--- src/verilog/hd44780_timing_pkg.sv ---
// package with HD44780 enable-cycle tick counts, post-nybble delays in microseconds, counter widths

package hd44780_timing_pkg;

    // ****************************************
    // enable cycle, in clock ticks
    // ****************************************

    // address setup, RS and data settle before E goes up
    localparam int TICKS_TAS = 3;

    // E high time, long enough for the 450 ns minimum at 48 MHz
    localparam int TICKS_PWEH = 22;

    // rise of E to the end of the whole enable cycle, about 1 us at 48 MHz
    localparam int TICKS_TCYCE = 48;

    // holds TICKS_TAS + TICKS_TCYCE
    localparam int CYCLE_COUNT_W = 6;

    // ****************************************
    // execution delays, in microseconds
    // ****************************************

    // power-on wait before the first function set
    localparam int US_100MS = 100000;
    // after the first 0x3 nybble, which is much slower than the rest
    localparam int US_4P1MS = 4100;
    // clear display and return home touch all of DDRAM
    localparam int US_3MS = 3000;
    // later 0x3 nybbles and the switch to 4-bit mode
    localparam int US_100US = 100;
    // ordinary instructions and data writes
    localparam int US_53US = 53;

    // enough for the 100 ms wait
    localparam int DELAY_COUNT_W = 17;

endpackage

--- src/verilog/hd44780_cmd_pkg.sv ---
// package with nybble item layout, delay codes, power-on init table and buffer depth

package hd44780_cmd_pkg;

    // ****************************************
    // delay codes carried in each item
    // ****************************************

    localparam int DELAY_CODE_W = 3;

    localparam logic [DELAY_CODE_W-1:0] DLY_NONE = 3'd0;
    localparam logic [DELAY_CODE_W-1:0] DLY_53US = 3'd1;
    localparam logic [DELAY_CODE_W-1:0] DLY_100US = 3'd2;
    localparam logic [DELAY_CODE_W-1:0] DLY_4P1MS = 3'd3;
    localparam logic [DELAY_CODE_W-1:0] DLY_3MS = 3'd4;
    localparam logic [DELAY_CODE_W-1:0] DLY_100MS = 3'd5;

    // item is {delay code, pulse flag, rs, nybble}
    // a clear pulse flag makes the item a pure wait with no E pulse
    localparam int ITEM_W = 9;
    localparam int ITEM_DLY_MSB = 8;
    localparam int ITEM_DLY_LSB = 6;
    localparam int ITEM_PULSE = 5;
    localparam int ITEM_RS = 4;

    // ****************************************
    // power-on init in 4-bit mode
    // ****************************************

    localparam int INIT_LEN = 15;
    localparam int INIT_IDX_W = $clog2(INIT_LEN);

    // first the 100 ms wait, then the 0x3 0x3 0x3 0x2 reset dance
    // followed by function set, display off, clear, entry mode and display on
    localparam logic [ITEM_W-1:0] INIT_TABLE [INIT_LEN] = '{
        {DLY_100MS, 1'b0, 1'b0, 4'h0},
        {DLY_4P1MS, 1'b1, 1'b0, 4'h3},
        {DLY_100US, 1'b1, 1'b0, 4'h3},
        {DLY_100US, 1'b1, 1'b0, 4'h3},
        {DLY_100US, 1'b1, 1'b0, 4'h2},
        {DLY_NONE, 1'b1, 1'b0, 4'h2},
        {DLY_53US, 1'b1, 1'b0, 4'h8},
        {DLY_NONE, 1'b1, 1'b0, 4'h0},
        {DLY_53US, 1'b1, 1'b0, 4'h8},
        {DLY_NONE, 1'b1, 1'b0, 4'h0},
        {DLY_3MS, 1'b1, 1'b0, 4'h1},
        {DLY_NONE, 1'b1, 1'b0, 4'h0},
        {DLY_53US, 1'b1, 1'b0, 4'h6},
        {DLY_NONE, 1'b1, 1'b0, 4'h0},
        {DLY_53US, 1'b1, 1'b0, 4'hc}
    };

    // item buffer between sequencer and sender
    localparam int FIFO_DEPTH = 4;
    localparam int FIFO_PTR_W = $clog2(FIFO_DEPTH);
    localparam int FIFO_CNT_W = $clog2(FIFO_DEPTH + 1);

endpackage

--- src/verilog/hd44780_sequencer.sv ---
// HD44780 sequencer: init table walk, host byte split into nybble items, host busy flag
`timescale 1ns/10ps

module hd44780_sequencer
    import hd44780_cmd_pkg::*;
(
    input  logic              CLK_I,
    input  logic              RST_I,
    input  logic              i_stb,
    input  logic              i_rs,
    input  logic [7:0]        i_byte,
    input  logic              i_fifo_full,
    input  logic              i_fifo_empty,
    input  logic              i_sender_busy,
    output logic              o_busy,
    output logic              o_push,
    output logic [ITEM_W-1:0] o_item
);

    // init walks the table, high and low push the two halves of a host byte,
    // drain waits for the buffer and the sender to finish before going idle
    typedef enum logic [2:0] {S_INIT, S_IDLE, S_HIGH, S_LOW, S_DRAIN} state_t;

    state_t                  state;
    state_t                  state_d;
    logic [INIT_IDX_W-1:0]   init_idx;
    logic                    busy_q;
    logic [7:0]              byte_q;
    logic                    rs_q;
    logic [DELAY_CODE_W-1:0] low_dly;
    logic                    accept;
    logic                    pending;

    // a strobe only counts in idle with busy low and anything else is dropped
    assign accept = i_stb && (state == S_IDLE) && !busy_q;

    // these states hold an item that still has to reach the buffer
    assign pending = (state == S_INIT) || (state == S_HIGH) || (state == S_LOW);
    assign o_push = pending && !i_fifo_full;

    // clear display and return home need the long wait and every other byte 53 us
    assign low_dly = (!rs_q && (byte_q == 8'h01 || byte_q == 8'h02)) ? DLY_3MS : DLY_53US;

    always_comb begin
        state_d = state;
        case (state)
            S_INIT: begin
                if (!i_fifo_full && init_idx == INIT_IDX_W'(INIT_LEN - 1)) begin
                    state_d = S_DRAIN;
                end
            end
            S_IDLE: begin
                if (accept) begin
                    state_d = S_HIGH;
                end
            end
            S_HIGH: begin
                if (!i_fifo_full) begin
                    state_d = S_LOW;
                end
            end
            S_LOW: begin
                if (!i_fifo_full) begin
                    state_d = S_DRAIN;
                end
            end
            S_DRAIN: begin
                // the sender raises busy the cycle after its pop, so empty and idle
                // together really mean every pushed nybble has gone out
                if (i_fifo_empty && !i_sender_busy) begin
                    state_d = S_IDLE;
                end
            end
            default: state_d = S_IDLE;
        endcase
    end

    // the item mux stays put while the buffer is full
    always_comb begin
        case (state)
            S_INIT: o_item = INIT_TABLE[init_idx];
            S_HIGH: o_item = {DLY_NONE, 1'b1, rs_q, byte_q[7:4]};
            S_LOW: o_item = {low_dly, 1'b1, rs_q, byte_q[3:0]};
            default: o_item = '0;
        endcase
    end

    always_ff @(posedge CLK_I) begin
        if (RST_I) begin
            state <= S_INIT;
            init_idx <= '0;
            busy_q <= 1'b0;
        end else begin
            state <= state_d;
            // busy follows the next state, so it is up the cycle after an accept
            busy_q <= (state_d != S_IDLE);
            if (state == S_INIT && !i_fifo_full) begin
                init_idx <= init_idx + 1'b1;
            end
        end
    end

    // host byte and RS captured on accept
    always_ff @(posedge CLK_I) begin
        if (accept) begin
            byte_q <= i_byte;
            rs_q <= i_rs;
        end
    end

    assign o_busy = busy_q;

    // an item that waits on a full buffer must not change before it is pushed
    a_hold_while_full: assert property (@(posedge CLK_I) disable iff (RST_I)
        (pending && i_fifo_full) |=> $stable(o_item));

    // with busy low the whole pipe behind us has gone quiet
    a_idle_means_drained: assert property (@(posedge CLK_I) disable iff (RST_I)
        !o_busy |-> (i_fifo_empty && !i_sender_busy));

endmodule

--- src/verilog/hd44780_nybble_fifo.sv ---
// HD44780 nybble item FIFO: register array with read and write pointers and occupancy count
`timescale 1ns/10ps

module hd44780_nybble_fifo
    import hd44780_cmd_pkg::*;
(
    input  logic              CLK_I,
    input  logic              RST_I,
    input  logic              i_push,
    input  logic [ITEM_W-1:0] i_item,
    input  logic              i_pop,
    output logic [ITEM_W-1:0] o_item,
    output logic              o_full,
    output logic              o_empty
);

    logic [ITEM_W-1:0]     mem [FIFO_DEPTH];
    logic [FIFO_PTR_W-1:0] wr_ptr;
    logic [FIFO_PTR_W-1:0] rd_ptr;
    logic [FIFO_CNT_W-1:0] count;

    // storage, written only on push
    always_ff @(posedge CLK_I) begin
        if (i_push) begin
            mem[wr_ptr] <= i_item;
        end
    end

    // pointers wrap on their own since the depth is a power of two
    always_ff @(posedge CLK_I) begin
        if (RST_I) begin
            wr_ptr <= '0;
            rd_ptr <= '0;
            count <= '0;
        end else begin
            if (i_push) begin
                wr_ptr <= wr_ptr + 1'b1;
            end
            if (i_pop) begin
                rd_ptr <= rd_ptr + 1'b1;
            end
            case ({i_push, i_pop})
                2'b10: count <= count + 1'b1;
                2'b01: count <= count - 1'b1;
                default: count <= count;
            endcase
        end
    end

    // head item is valid whenever empty is low
    assign o_item = mem[rd_ptr];
    assign o_full = (count == FIFO_CNT_W'(FIFO_DEPTH));
    assign o_empty = (count == '0);

    // the sequencer has to respect full
    a_push_full: assert property (@(posedge CLK_I) disable iff (RST_I) i_push |-> !o_full);

    // the sender must only pop a valid head
    a_pop_empty: assert property (@(posedge CLK_I) disable iff (RST_I) i_pop |-> !o_empty);

endmodule

--- src/verilog/hd44780_nybble_sender.sv ---
// HD44780 nybble sender: RS, data and E pin timing plus the post-nybble execution delay
`timescale 1ns/10ps

module hd44780_nybble_sender
    import hd44780_timing_pkg::*;
    import hd44780_cmd_pkg::*;
#(
    parameter int TICKS_PER_US = 48
) (
    input  logic              CLK_I,
    input  logic              RST_I,
    input  logic [ITEM_W-1:0] i_item,
    input  logic              i_empty,
    output logic              o_pop,
    output logic              o_busy,
    output logic [3:0]        o_lcd_data,
    output logic              o_rs,
    output logic              o_e
);

    // prescaler width, one bit minimum when a tick is already a microsecond
    localparam int PRE_W = (TICKS_PER_US > 1) ? $clog2(TICKS_PER_US) : 1;

    typedef enum logic [1:0] {S_IDLE, S_CYCLE, S_DELAY} state_t;

    state_t                   state;
    logic [CYCLE_COUNT_W-1:0] cyc_cnt;
    logic [DELAY_COUNT_W-1:0] dly_cnt;
    logic [PRE_W-1:0]         pre_cnt;
    logic                     e_q;
    logic                     rs_q;
    logic [3:0]               data_q;
    logic                     pulse_q;
    logic [DELAY_CODE_W-1:0]  code_q;

    // microseconds of execution time behind each delay code
    function automatic logic [DELAY_COUNT_W-1:0] delay_us(input logic [DELAY_CODE_W-1:0] code);
        case (code)
            DLY_53US: delay_us = DELAY_COUNT_W'(US_53US);
            DLY_100US: delay_us = DELAY_COUNT_W'(US_100US);
            DLY_4P1MS: delay_us = DELAY_COUNT_W'(US_4P1MS);
            DLY_3MS: delay_us = DELAY_COUNT_W'(US_3MS);
            DLY_100MS: delay_us = DELAY_COUNT_W'(US_100MS);
            default: delay_us = '0;
        endcase
    endfunction

    // one-cycle pop whenever we are idle and the head is valid
    assign o_pop = (state == S_IDLE) && !i_empty;
    assign o_busy = (state != S_IDLE);

    // ****************************************
    // enable cycle and delay countdown
    // ****************************************

    // cyc_cnt is TICKS_TAS + TICKS_TCYCE at t0 and steps down by one per tick
    // E is set one count early so the registered pin rises exactly at t0 + TICKS_TAS
    always_ff @(posedge CLK_I) begin
        if (RST_I) begin
            state <= S_IDLE;
            cyc_cnt <= '0;
            dly_cnt <= '0;
            pre_cnt <= '0;
            e_q <= 1'b0;
            rs_q <= 1'b0;
            data_q <= 4'h0;
        end else begin
            case (state)
                S_IDLE: begin
                    if (o_pop) begin
                        rs_q <= i_item[ITEM_RS];
                        data_q <= i_item[3:0];
                        cyc_cnt <= CYCLE_COUNT_W'(TICKS_TAS + TICKS_TCYCE);
                        state <= S_CYCLE;
                    end
                end
                S_CYCLE: begin
                    cyc_cnt <= cyc_cnt - 1'b1;
                    // wait-only items run the same count with E left low
                    if (cyc_cnt == CYCLE_COUNT_W'(TICKS_TCYCE + 1) && pulse_q) begin
                        e_q <= 1'b1;
                    end
                    if (cyc_cnt == CYCLE_COUNT_W'(TICKS_TCYCE - TICKS_PWEH + 1)) begin
                        e_q <= 1'b0;
                    end
                    // last tick of the enable cycle, hand over to the delay
                    if (cyc_cnt == CYCLE_COUNT_W'(1)) begin
                        dly_cnt <= delay_us(code_q);
                        pre_cnt <= PRE_W'(TICKS_PER_US - 1);
                        state <= (code_q == DLY_NONE) ? S_IDLE : S_DELAY;
                    end
                end
                S_DELAY: begin
                    // each microsecond is TICKS_PER_US ticks of the prescaler
                    if (pre_cnt == '0) begin
                        pre_cnt <= PRE_W'(TICKS_PER_US - 1);
                        dly_cnt <= dly_cnt - 1'b1;
                        if (dly_cnt == DELAY_COUNT_W'(1)) begin
                            state <= S_IDLE;
                        end
                    end else begin
                        pre_cnt <= pre_cnt - 1'b1;
                    end
                end
                default: state <= S_IDLE;
            endcase
        end
    end

    // pulse flag and delay code of the item in flight
    always_ff @(posedge CLK_I) begin
        if (o_pop) begin
            pulse_q <= i_item[ITEM_PULSE];
            code_q <= i_item[ITEM_DLY_MSB:ITEM_DLY_LSB];
        end
    end

    assign o_lcd_data = data_q;
    assign o_rs = rs_q;
    assign o_e = e_q;

    // the LCD latches on the fall of E, so the bus must hold for the whole pulse
    a_bus_stable: assert property (@(posedge CLK_I) disable iff (RST_I)
        o_e |-> ($stable(o_lcd_data) && $stable(o_rs)));

    // every pulse is exactly TICKS_PWEH ticks wide
    a_pulse_width: assert property (@(posedge CLK_I) disable iff (RST_I)
        $rose(o_e) |-> o_e [*TICKS_PWEH] ##1 !o_e);

endmodule

--- src/verilog/hd44780_controller.sv ---
// HD44780 controller top: sequencer, nybble FIFO and nybble sender
`timescale 1ns/10ps

module hd44780_controller
    import hd44780_cmd_pkg::*;
#(
    parameter int TICKS_PER_US = 48
) (
    input  logic       CLK_I,
    input  logic       RST_I,
    input  logic       i_stb,
    input  logic       i_rs,
    input  logic [7:0] i_byte,
    output logic       o_busy,
    output logic       o_rs,
    output logic [3:0] o_lcd_data,
    output logic       o_e
);

    // sequencer to FIFO
    logic              seq_push;
    logic [ITEM_W-1:0] seq_item;
    logic              fifo_full;

    // FIFO to sender, plus the status the sequencer needs to drop busy
    logic [ITEM_W-1:0] head_item;
    logic              fifo_empty;
    logic              sender_pop;
    logic              sender_busy;

    hd44780_sequencer seq0 (
        .CLK_I         (CLK_I),
        .RST_I         (RST_I),
        .i_stb         (i_stb),
        .i_rs          (i_rs),
        .i_byte        (i_byte),
        .i_fifo_full   (fifo_full),
        .i_fifo_empty  (fifo_empty),
        .i_sender_busy (sender_busy),
        .o_busy        (o_busy),
        .o_push        (seq_push),
        .o_item        (seq_item)
    );

    hd44780_nybble_fifo fifo0 (
        .CLK_I   (CLK_I),
        .RST_I   (RST_I),
        .i_push  (seq_push),
        .i_item  (seq_item),
        .i_pop   (sender_pop),
        .o_item  (head_item),
        .o_full  (fifo_full),
        .o_empty (fifo_empty)
    );

    hd44780_nybble_sender #(
        .TICKS_PER_US (TICKS_PER_US)
    ) sender0 (
        .CLK_I      (CLK_I),
        .RST_I      (RST_I),
        .i_item     (head_item),
        .i_empty    (fifo_empty),
        .o_pop      (sender_pop),
        .o_busy     (sender_busy),
        .o_lcd_data (o_lcd_data),
        .o_rs       (o_rs),
        .o_e        (o_e)
    );

endmodule

--- config.mk ---
export PLATFORM = sky130hd
export DESIGN_NAME = hd44780_controller
export DESIGN_NICKNAME = d
export VERILOG_FILES = /design/src/verilog/hd44780_timing_pkg.sv /design/src/verilog/hd44780_cmd_pkg.sv /design/src/verilog/hd44780_sequencer.sv /design/src/verilog/hd44780_nybble_fifo.sv /design/src/verilog/hd44780_nybble_sender.sv /design/src/verilog/hd44780_controller.sv
export SDC_FILE = /design/constraint.sdc
export NUM_CORES = 1
export LEC_CHECK = 0
export ABC_AREA = 1
export BUFFER_PORTS_ARGS = -buffer_cell sky130_fd_sc_hd__buf_2
export CAP_MARGIN = 20
export CORE_AREA = 4 4 137 139
export DETAILED_ROUTE_END_ITERATION = 8
export DIE_AREA = 0 0 141 143
export GPL_TIMING_DRIVEN = 0
export PLACE_DENSITY = 0.56
export SLEW_MARGIN = 5
export SYNTH_ARGS = -nofsm -noshare
export SYNTH_HDL_FRONTEND = slang
export SYNTH_SLANG_ARGS = --single-unit
--- constraint.sdc ---
create_clock -name CLK_I -period 3.52 [get_ports CLK_I]
set_input_delay 0.704 -clock CLK_I [delete_from_list [all_inputs] [get_ports CLK_I]]
set_output_delay 0.704 -clock CLK_I [all_outputs]
set_load 0.1 [all_outputs]
==> results of run 1 <==
cell usage in the layout (no fill, tap or decap), types with 20 or more instances in the layout:
cell / instances
nand2_1: 103
nor2_1: 91
inv_1: 66
o21ai_0: 54
dfxtp_1: 54
edfxtp_1: 49
a21oi_1: 36
nand3_1: 33
buf_2: 27
ha_1: 20
critical path: cells and delay by family (launching register included):
| family | cells | cell delay [ps] |
|---|---|---|
| AO/OA/AOI/OAI | 4 | 480 |
| AND/OR/NAND/NOR | 1 | 140 |
| flip-flops | 1 | 330 |
| buffers and inverters | 4 | 650 |
| adder cells (fa/ha/maj) | 3 | 800 |
layout make-up:
type / instances / area [um^2]
Buffer: 16 / 90.09
Timing Repair Buffer: 18 / 90.09
Inverter: 71 / 266.5
Clock buffer: 11 / 242.7
Tap cell: 229 / 286.5
Sequential cell: 103 / 2552
Clock inverter: 5 / 48.80
Fill cell: 1838 / 11770
Multi-Input combinational cell: 429 / 2307
flip-flops by register name, indices dropped and copies added, names as in the netlist, 3 cells and up, named ones only:
register	cells
fifo0.count	3
fifo0.mem	36
sender0.code_q	3
sender0.cyc_cnt	6
sender0.dly_cnt	17
sender0.o_lcd_data	4
sender0.pre_cnt	6
seq0.byte_q	8
seq0.init_idx	4
seq0.state	3
layer usage:
layer / part of all wire [%] / up-vias / wire length [um]
li1: - / 2134 / -
met1: 48 / 1872 / 5330
met2: 47 / 60 / 5219
met3: 3.2 / 10 / 350
met5: 0 / - / 0
met4: 1.1 / 0 / 116
kinds of logic after synthesis:
family,after synthesis
xor gates and xnor gates,8
DFF,103
buffers and inverters,87
adders and majority gates,21
AOI/OAI and AO/OA,126
and+or+nand+nor,274
power groups by stage:
stage          Combinational [mW]  Clock, mW  Sequential, mW
2_1_floorplan                1.97          0            2.06
3_3_place_gp                 2.60          0            1.98
3_5_place_dp                 2.61          0            1.98
4_1_cts                      2.63       1.02            1.96
5_1_grt                      2.98       1.06            2.01
6_report                     2.60      0.987            1.96
worst paths after layout:
path	to	slack (ps)	startpoint	depth (start not counted)
min	fifo0.count[0]	450	fifo0.count[0]	1
min reg2reg	fifo0.count[0]	450	fifo0.count[0]	1
max reg2reg	fifo0.count[2]	1000	sender0.state[0]	12
max	fifo0.count[2]	1000	sender0.state[0]	12
==> flow_metrics.env, run 1 <==
export IMPL_ant_nets=0
export IMPL_die_h_um=143
export IMPL_setup_slack_ps=995.4
export IMPL_worst_slew_pin_slew_ps=1022
export IMPL_critPathMaxStageDelay_ps=370
export IMPL_use_met1_pct=14.79
export IMPL_p_sw_share_pct=44.53
export IMPL_viasPerCell=4.621
export IMPL_dp_worst_setup_slack_ps=1027
export IMPL_netlist_top_cells_count="nand2_1 (103), nor2_1 (91), inv_1 (66), dfxtp_1 (54), o21ai_0 (54)"
export IMPL_clockRootBuffer="clkbuf_16"
export IMPL_hold_path_class="flip-flop to flip-flop"
export IMPL_endpoint_kind="flip-flop"
export IMPL_ys_flop_type="dfxtp_1"
export IMPL_rsz0062_at_grt="no"
export IMPL_p_sw_mw=2.473
export IMPL_clk_pin_slew_ps=70
export IMPL_num_antenna_cells=0
export IMPL_synth_largest_area_cell="edfxtp_1"
export IMPL_grt_usage_pct=11.49
export IMPL_ir_drop_uv=387.3
export IMPL_cts_hold_buf=0
export IMPL_crit_slowest_cell="fa_1"
export IMPL_cts_buffer_depth=2
export IMPL_cts_buffers=9
export IMPL_grt_use_met2_pct=19.76
export IMPL_power_frac_clock_pct=17.8
export IMPL_final_instance_count_excl_fill=882
export IMPL_fin_crit_sh_pct=71.72
export IMPL_place_inst=866
export IMPL_timing_fmax_mhz=396.1
export IMPL_power_frac_comb_pct=46.9
export IMPL_coreArea_mm2=0.01766
export IMPL_synth_top_family_by_area="simple AND/OR/NAND/NOR gates"
export IMPL_synth_mux_area_share_pct=0
export IMPL_cp_common_cell="inv_1"
export IMPL_gp_congestion=0.8154
export IMPL_io_pins=19
export IMPL_p_int_mw=3.079
export IMPL_synth_most_common_cell="nand2_1"
export IMPL_fin_tns_setup_ps=0
export IMPL_syn_cell_area_mm2=0.005216
export IMPL_io_buffers=18
export IMPL_power_mw=5.552
export IMPL_path_cells="inv_1 -> ha_1 -> nand2_1 -> inv_1 -> buf_2 -> ha_1 -> inv_1 -> fa_1 -> a21oi_1 -> o21ai_0 -> o21ai_0 -> a21oi_1"
export IMPL_synth_compound_area_share_pct=13.84
export IMPL_grt_start_max_net_pins=19
export IMPL_firstDrtPassIters=5
export IMPL_ys_ff_latch=103
export IMPL_rows=49
export IMPL_whs_ps=453.7
export IMPL_final_nets=681
export IMPL_clk_latency_ps=350
export IMPL_drive_above_1_share_pct=12.86
export IMPL_fin_util_pct=33.33
export IMPL_worstSetupPathType="flip-flop to flip-flop"
export IMPL_area_growth_pct=12.81
export IMPL_gr_usage_met3_pct=2.545
export IMPL_ys_seq_area_share_pct=48.93
export IMPL_vias=4076
export IMPL_period_needed_ps=2525
export IMPL_synth_distinct_cells=42
export IMPL_htreeDepth=3
export IMPL_cts_setup_buffers=0
export IMPL_dpl_hpwl_um=7951
export IMPL_setup_viol=0
export IMPL_antenna_found_initial=0
export IMPL_cp_required_ps=3760
export IMPL_slew_headroom_pct=30.09
export IMPL_cp_start_kind="flip-flop"
export IMPL_grt_busiest_layer="met2"
export IMPL_power_density_mw_per_mm2=943.5
export IMPL_placed_cell_area_mm2=0.005593
export IMPL_cts_sinks=103
export IMPL_route_detailed_drc=0
export IMPL_ctsResizeCount=0
export IMPL_yosysTopAreaCellShare_pct=28.21
export IMPL_skew_ps=4.817
export IMPL_routed_wl_um=11020
export IMPL_dieArea_mm2=0.02016
export IMPL_async_flop_share_pct=0
export IMPL_status="finished, final reports clean"
export IMPL_final_hold_viol_count=0
export IMPL_gr_total_overflow=0
export IMPL_synthCells=619
export IMPL_grt_pass1_wl_um=18730
export IMPL_die_width_um=141
export IMPL_synth_nets=652
export IMPL_wl_per_cell_um=12.49
export IMPL_report_final_slew_viol_count=0
export IMPL_netlist_top_cells_area="edfxtp_1 (28%), dfxtp_1 (21%), nand2_1 (7.4%)"
export IMPL_p_leak_nw=2.382
export IMPL_fin_area_mm2=0.005884
export IMPL_synth_edf_count=49
export IMPL_yosys_warnings=0
export IMPL_critPathArrivalTime_ps=2760
export IMPL_crit_fanout=14
export IMPL_grt_pass1_vias=3765
export IMPL_seqPwrFrac_pct=35.3
export IMPL_drv_cap=0
export IMPL_synth_fa_ha_area_share_pct=5.181
export IMPL_synthSimpleGateAreaFrac_pct=23.87
export IMPL_syn_avg_cell_area_um2=8.427
export IMPL_cts_tree="built"
export IMPL_drtIter0Drc=318
export IMPL_floorplan_initialDensity_pct=29.54
export IMPL_synthXorXnorAreaFrac_pct=1.343
No activity file was read; power rests on OpenSTA's default activity.
==> run 2: changes to the inputs <==
- clock period: 3.52 -> 2.5 ns (I/O delays scaled with it)
==> run 2 against run 1 <==
Against the previous run: setup slack got worse by 780 ps; sequential share of layout area decreased by 0.064 points; critical path depth unchanged; sequential cell count unchanged; die area unchanged; total power increased by 41%; clock skew decreased by 0.53 ps; largest cell class unchanged; clock-buffer cell count unchanged; wire length decreased by 0.26%; non-clock buffer count unchanged; global-route usage unchanged; critical path type unchanged; register-to-register slack got worse by 780 ps.
==> flow_metrics.env, run 2 (same netlist as run 1, synthesis figures left out) <==
export IMPL_cts_hold_buf=0
export IMPL_viasPerCell=4.613
export IMPL_endpoint_kind="flip-flop"
export IMPL_routed_wl_um=10990
export IMPL_vias=4069
export IMPL_cts_tree="built"
export IMPL_mostFrequentLayoutCell="nand2_1"
export IMPL_grt_pass1_wl_um=18730
export IMPL_rsz0062_at_grt="no"
export IMPL_critPathArrivalTime_ps=2520
export IMPL_cts_setup_buffers=0
export IMPL_period_needed_ps=2282
export IMPL_drv_cap=0
export IMPL_wl_per_cell_um=12.46
export IMPL_timing_fmax_mhz=438.2
export IMPL_grt_use_met2_pct=19.76
export IMPL_gp_congestion=0.8154
export IMPL_reg_largest_list="fifo0.mem (36), sender0.dly_cnt (17), seq0.byte_q (8)"
export IMPL_grt_busiest_layer="met2"
export IMPL_use_met1_pct=14.79
export IMPL_grt_usage_pct=11.49
export IMPL_skew_ps=4.288
export IMPL_cp_required_ps=2740
export IMPL_final_hold_viol_count=0
export IMPL_antenna_found_initial=0
export IMPL_grt_pass1_vias=3765
export IMPL_dieArea_mm2=0.02016
export IMPL_drtIter0Drc=321
export IMPL_power_density_mw_per_mm2=1330
export IMPL_fin_crit_sh_pct=91.27
export IMPL_dpl_hpwl_um=7951
export IMPL_worstSetupPathType="flip-flop to flip-flop"
export IMPL_largest_register="fifo0.mem"
export IMPL_gr_usage_met3_pct=2.545
export IMPL_setup_slack_ps=218.2
export IMPL_num_antenna_cells=0
export IMPL_final_nets=681
export IMPL_fin_tns_setup_ps=0
export IMPL_drive_above_1_share_pct=13.17
export IMPL_cts_buffers=9
export IMPL_worst_slew_pin_slew_ps=1021
export IMPL_critPathMaxStageDelay_ps=370
export IMPL_p_leak_nw=2.380
export IMPL_largest_reg_flops=36
export IMPL_htreeDepth=3
export IMPL_cts_sinks=103
export IMPL_slew_headroom_pct=30.18
export IMPL_path_cells="inv_1 -> ha_2 -> nand2_1 -> inv_2 -> buf_6 -> ha_1 -> inv_1 -> fa_1 -> a21oi_1 -> o21ai_0 -> o21ai_0 -> a21oi_1"
export IMPL_gr_total_overflow=0
export IMPL_clk_latency_ps=350
export IMPL_ir_drop_uv=545.3
export IMPL_route_detailed_drc=0
export IMPL_setup_viol=0
export IMPL_io_buffers=18
export IMPL_coreArea_mm2=0.01766
export IMPL_hold_path_class="input pin to flip-flop"
export IMPL_die_width_um=141
export IMPL_rows=49
export IMPL_final_cell_mix="nand2_1 (103), nor2_1 (91), inv_1 (65)"
export IMPL_die_h_um=143
export IMPL_dp_worst_setup_slack_ps=7.091
export IMPL_crit_slowest_cell="fa_1"
export IMPL_status="finished, final reports clean"
export IMPL_floorplan_initialDensity_pct=29.54
export IMPL_cts_buffer_depth=2
export IMPL_grt_start_max_net_pins=19
export IMPL_area_growth_pct=12.98
export IMPL_cp_start_kind="flip-flop"
export IMPL_ant_nets=0
export IMPL_clockRootBuffer="clkbuf_16"
export IMPL_crit_fanout=14
export IMPL_report_final_slew_viol_count=0
export IMPL_clk_pin_slew_ps=70
export IMPL_io_pins=19
export IMPL_firstDrtPassIters=5
==> run 2: cell counts in the layout (fill, tap and decap cells not counted) <==
No cell type changed its count.
==> run 2: repair_timing <==
action,4_1_cts,5_1_grt
cloned,0,0
endpoints found under the setup margin,1,1
gates resized for setup,1,3
==> run 2: per-layer routing <==
metal,share of wire (%),up-vias
li1,-,2135
met1,48,1872
met2,47,52
met3,3.0,10
met4,1.1,0
met5,0,-
==> run 2: path summary, 6_finish.rpt <==
kind / cells past startpoint / from / to / slack, ps
worst max-delay path: 12 / sender0.state[0] / fifo0.count[2] / 220
worst min-delay path: 1 / i_byte[5] / seq0.byte_q[5] / 320
worst max register to register: 12 / sender0.state[0] / fifo0.count[2] / 220
worst min register to register: 1 / fifo0.count[0] / fifo0.count[0] / 450
==> run 2: final cells by class <==
type | count | area (um^2)
Fill cell | 1836 | 11760
Sequential cell | 103 | 2552
Tap cell | 229 | 286.5
Clock inverter | 5 | 48.80
Inverter | 71 | 266.5
Timing Repair Buffer | 18 | 90.09
Clock buffer | 11 | 242.7
Multi-Input combinational cell | 429 | 2310
Buffer | 16 | 96.34
==> run 2: through the flow <==
step	total power [mW]	cells	area, um^2	util, %	hold slack, ps
CTS	7.900	882	5887	33.34	306.8
global placement	6.450	866	5593	31.68	440.4
finish	7.836	882	5893	33.38	320.8
global route	8.547	882	5893	33.38	303.4
detailed placement	6.475	866	5593	31.68	444.5
floorplan	5.670	619	5216	-	422.3
==> run 2: power breakdown <==
part	total [mW]	internal (mW)	leakage, nW	switching (mW)
Combinational	3.69	1.22	1.33	2.47
Sequential	2.76	2.41	0.902	0.351
Clock	1.39	0.727	0.145	0.660
==> run 2: worst max-delay path, delay by kind of cell (launching register included) <==
family                   cells  cell delay (ps)
AO/OA/AOI/OAI                4              480
buffers and inverters        4              460
AND/OR/NAND/NOR              1              140
adder cells (fa/ha/maj)      3              740
flip-flops                   1              330
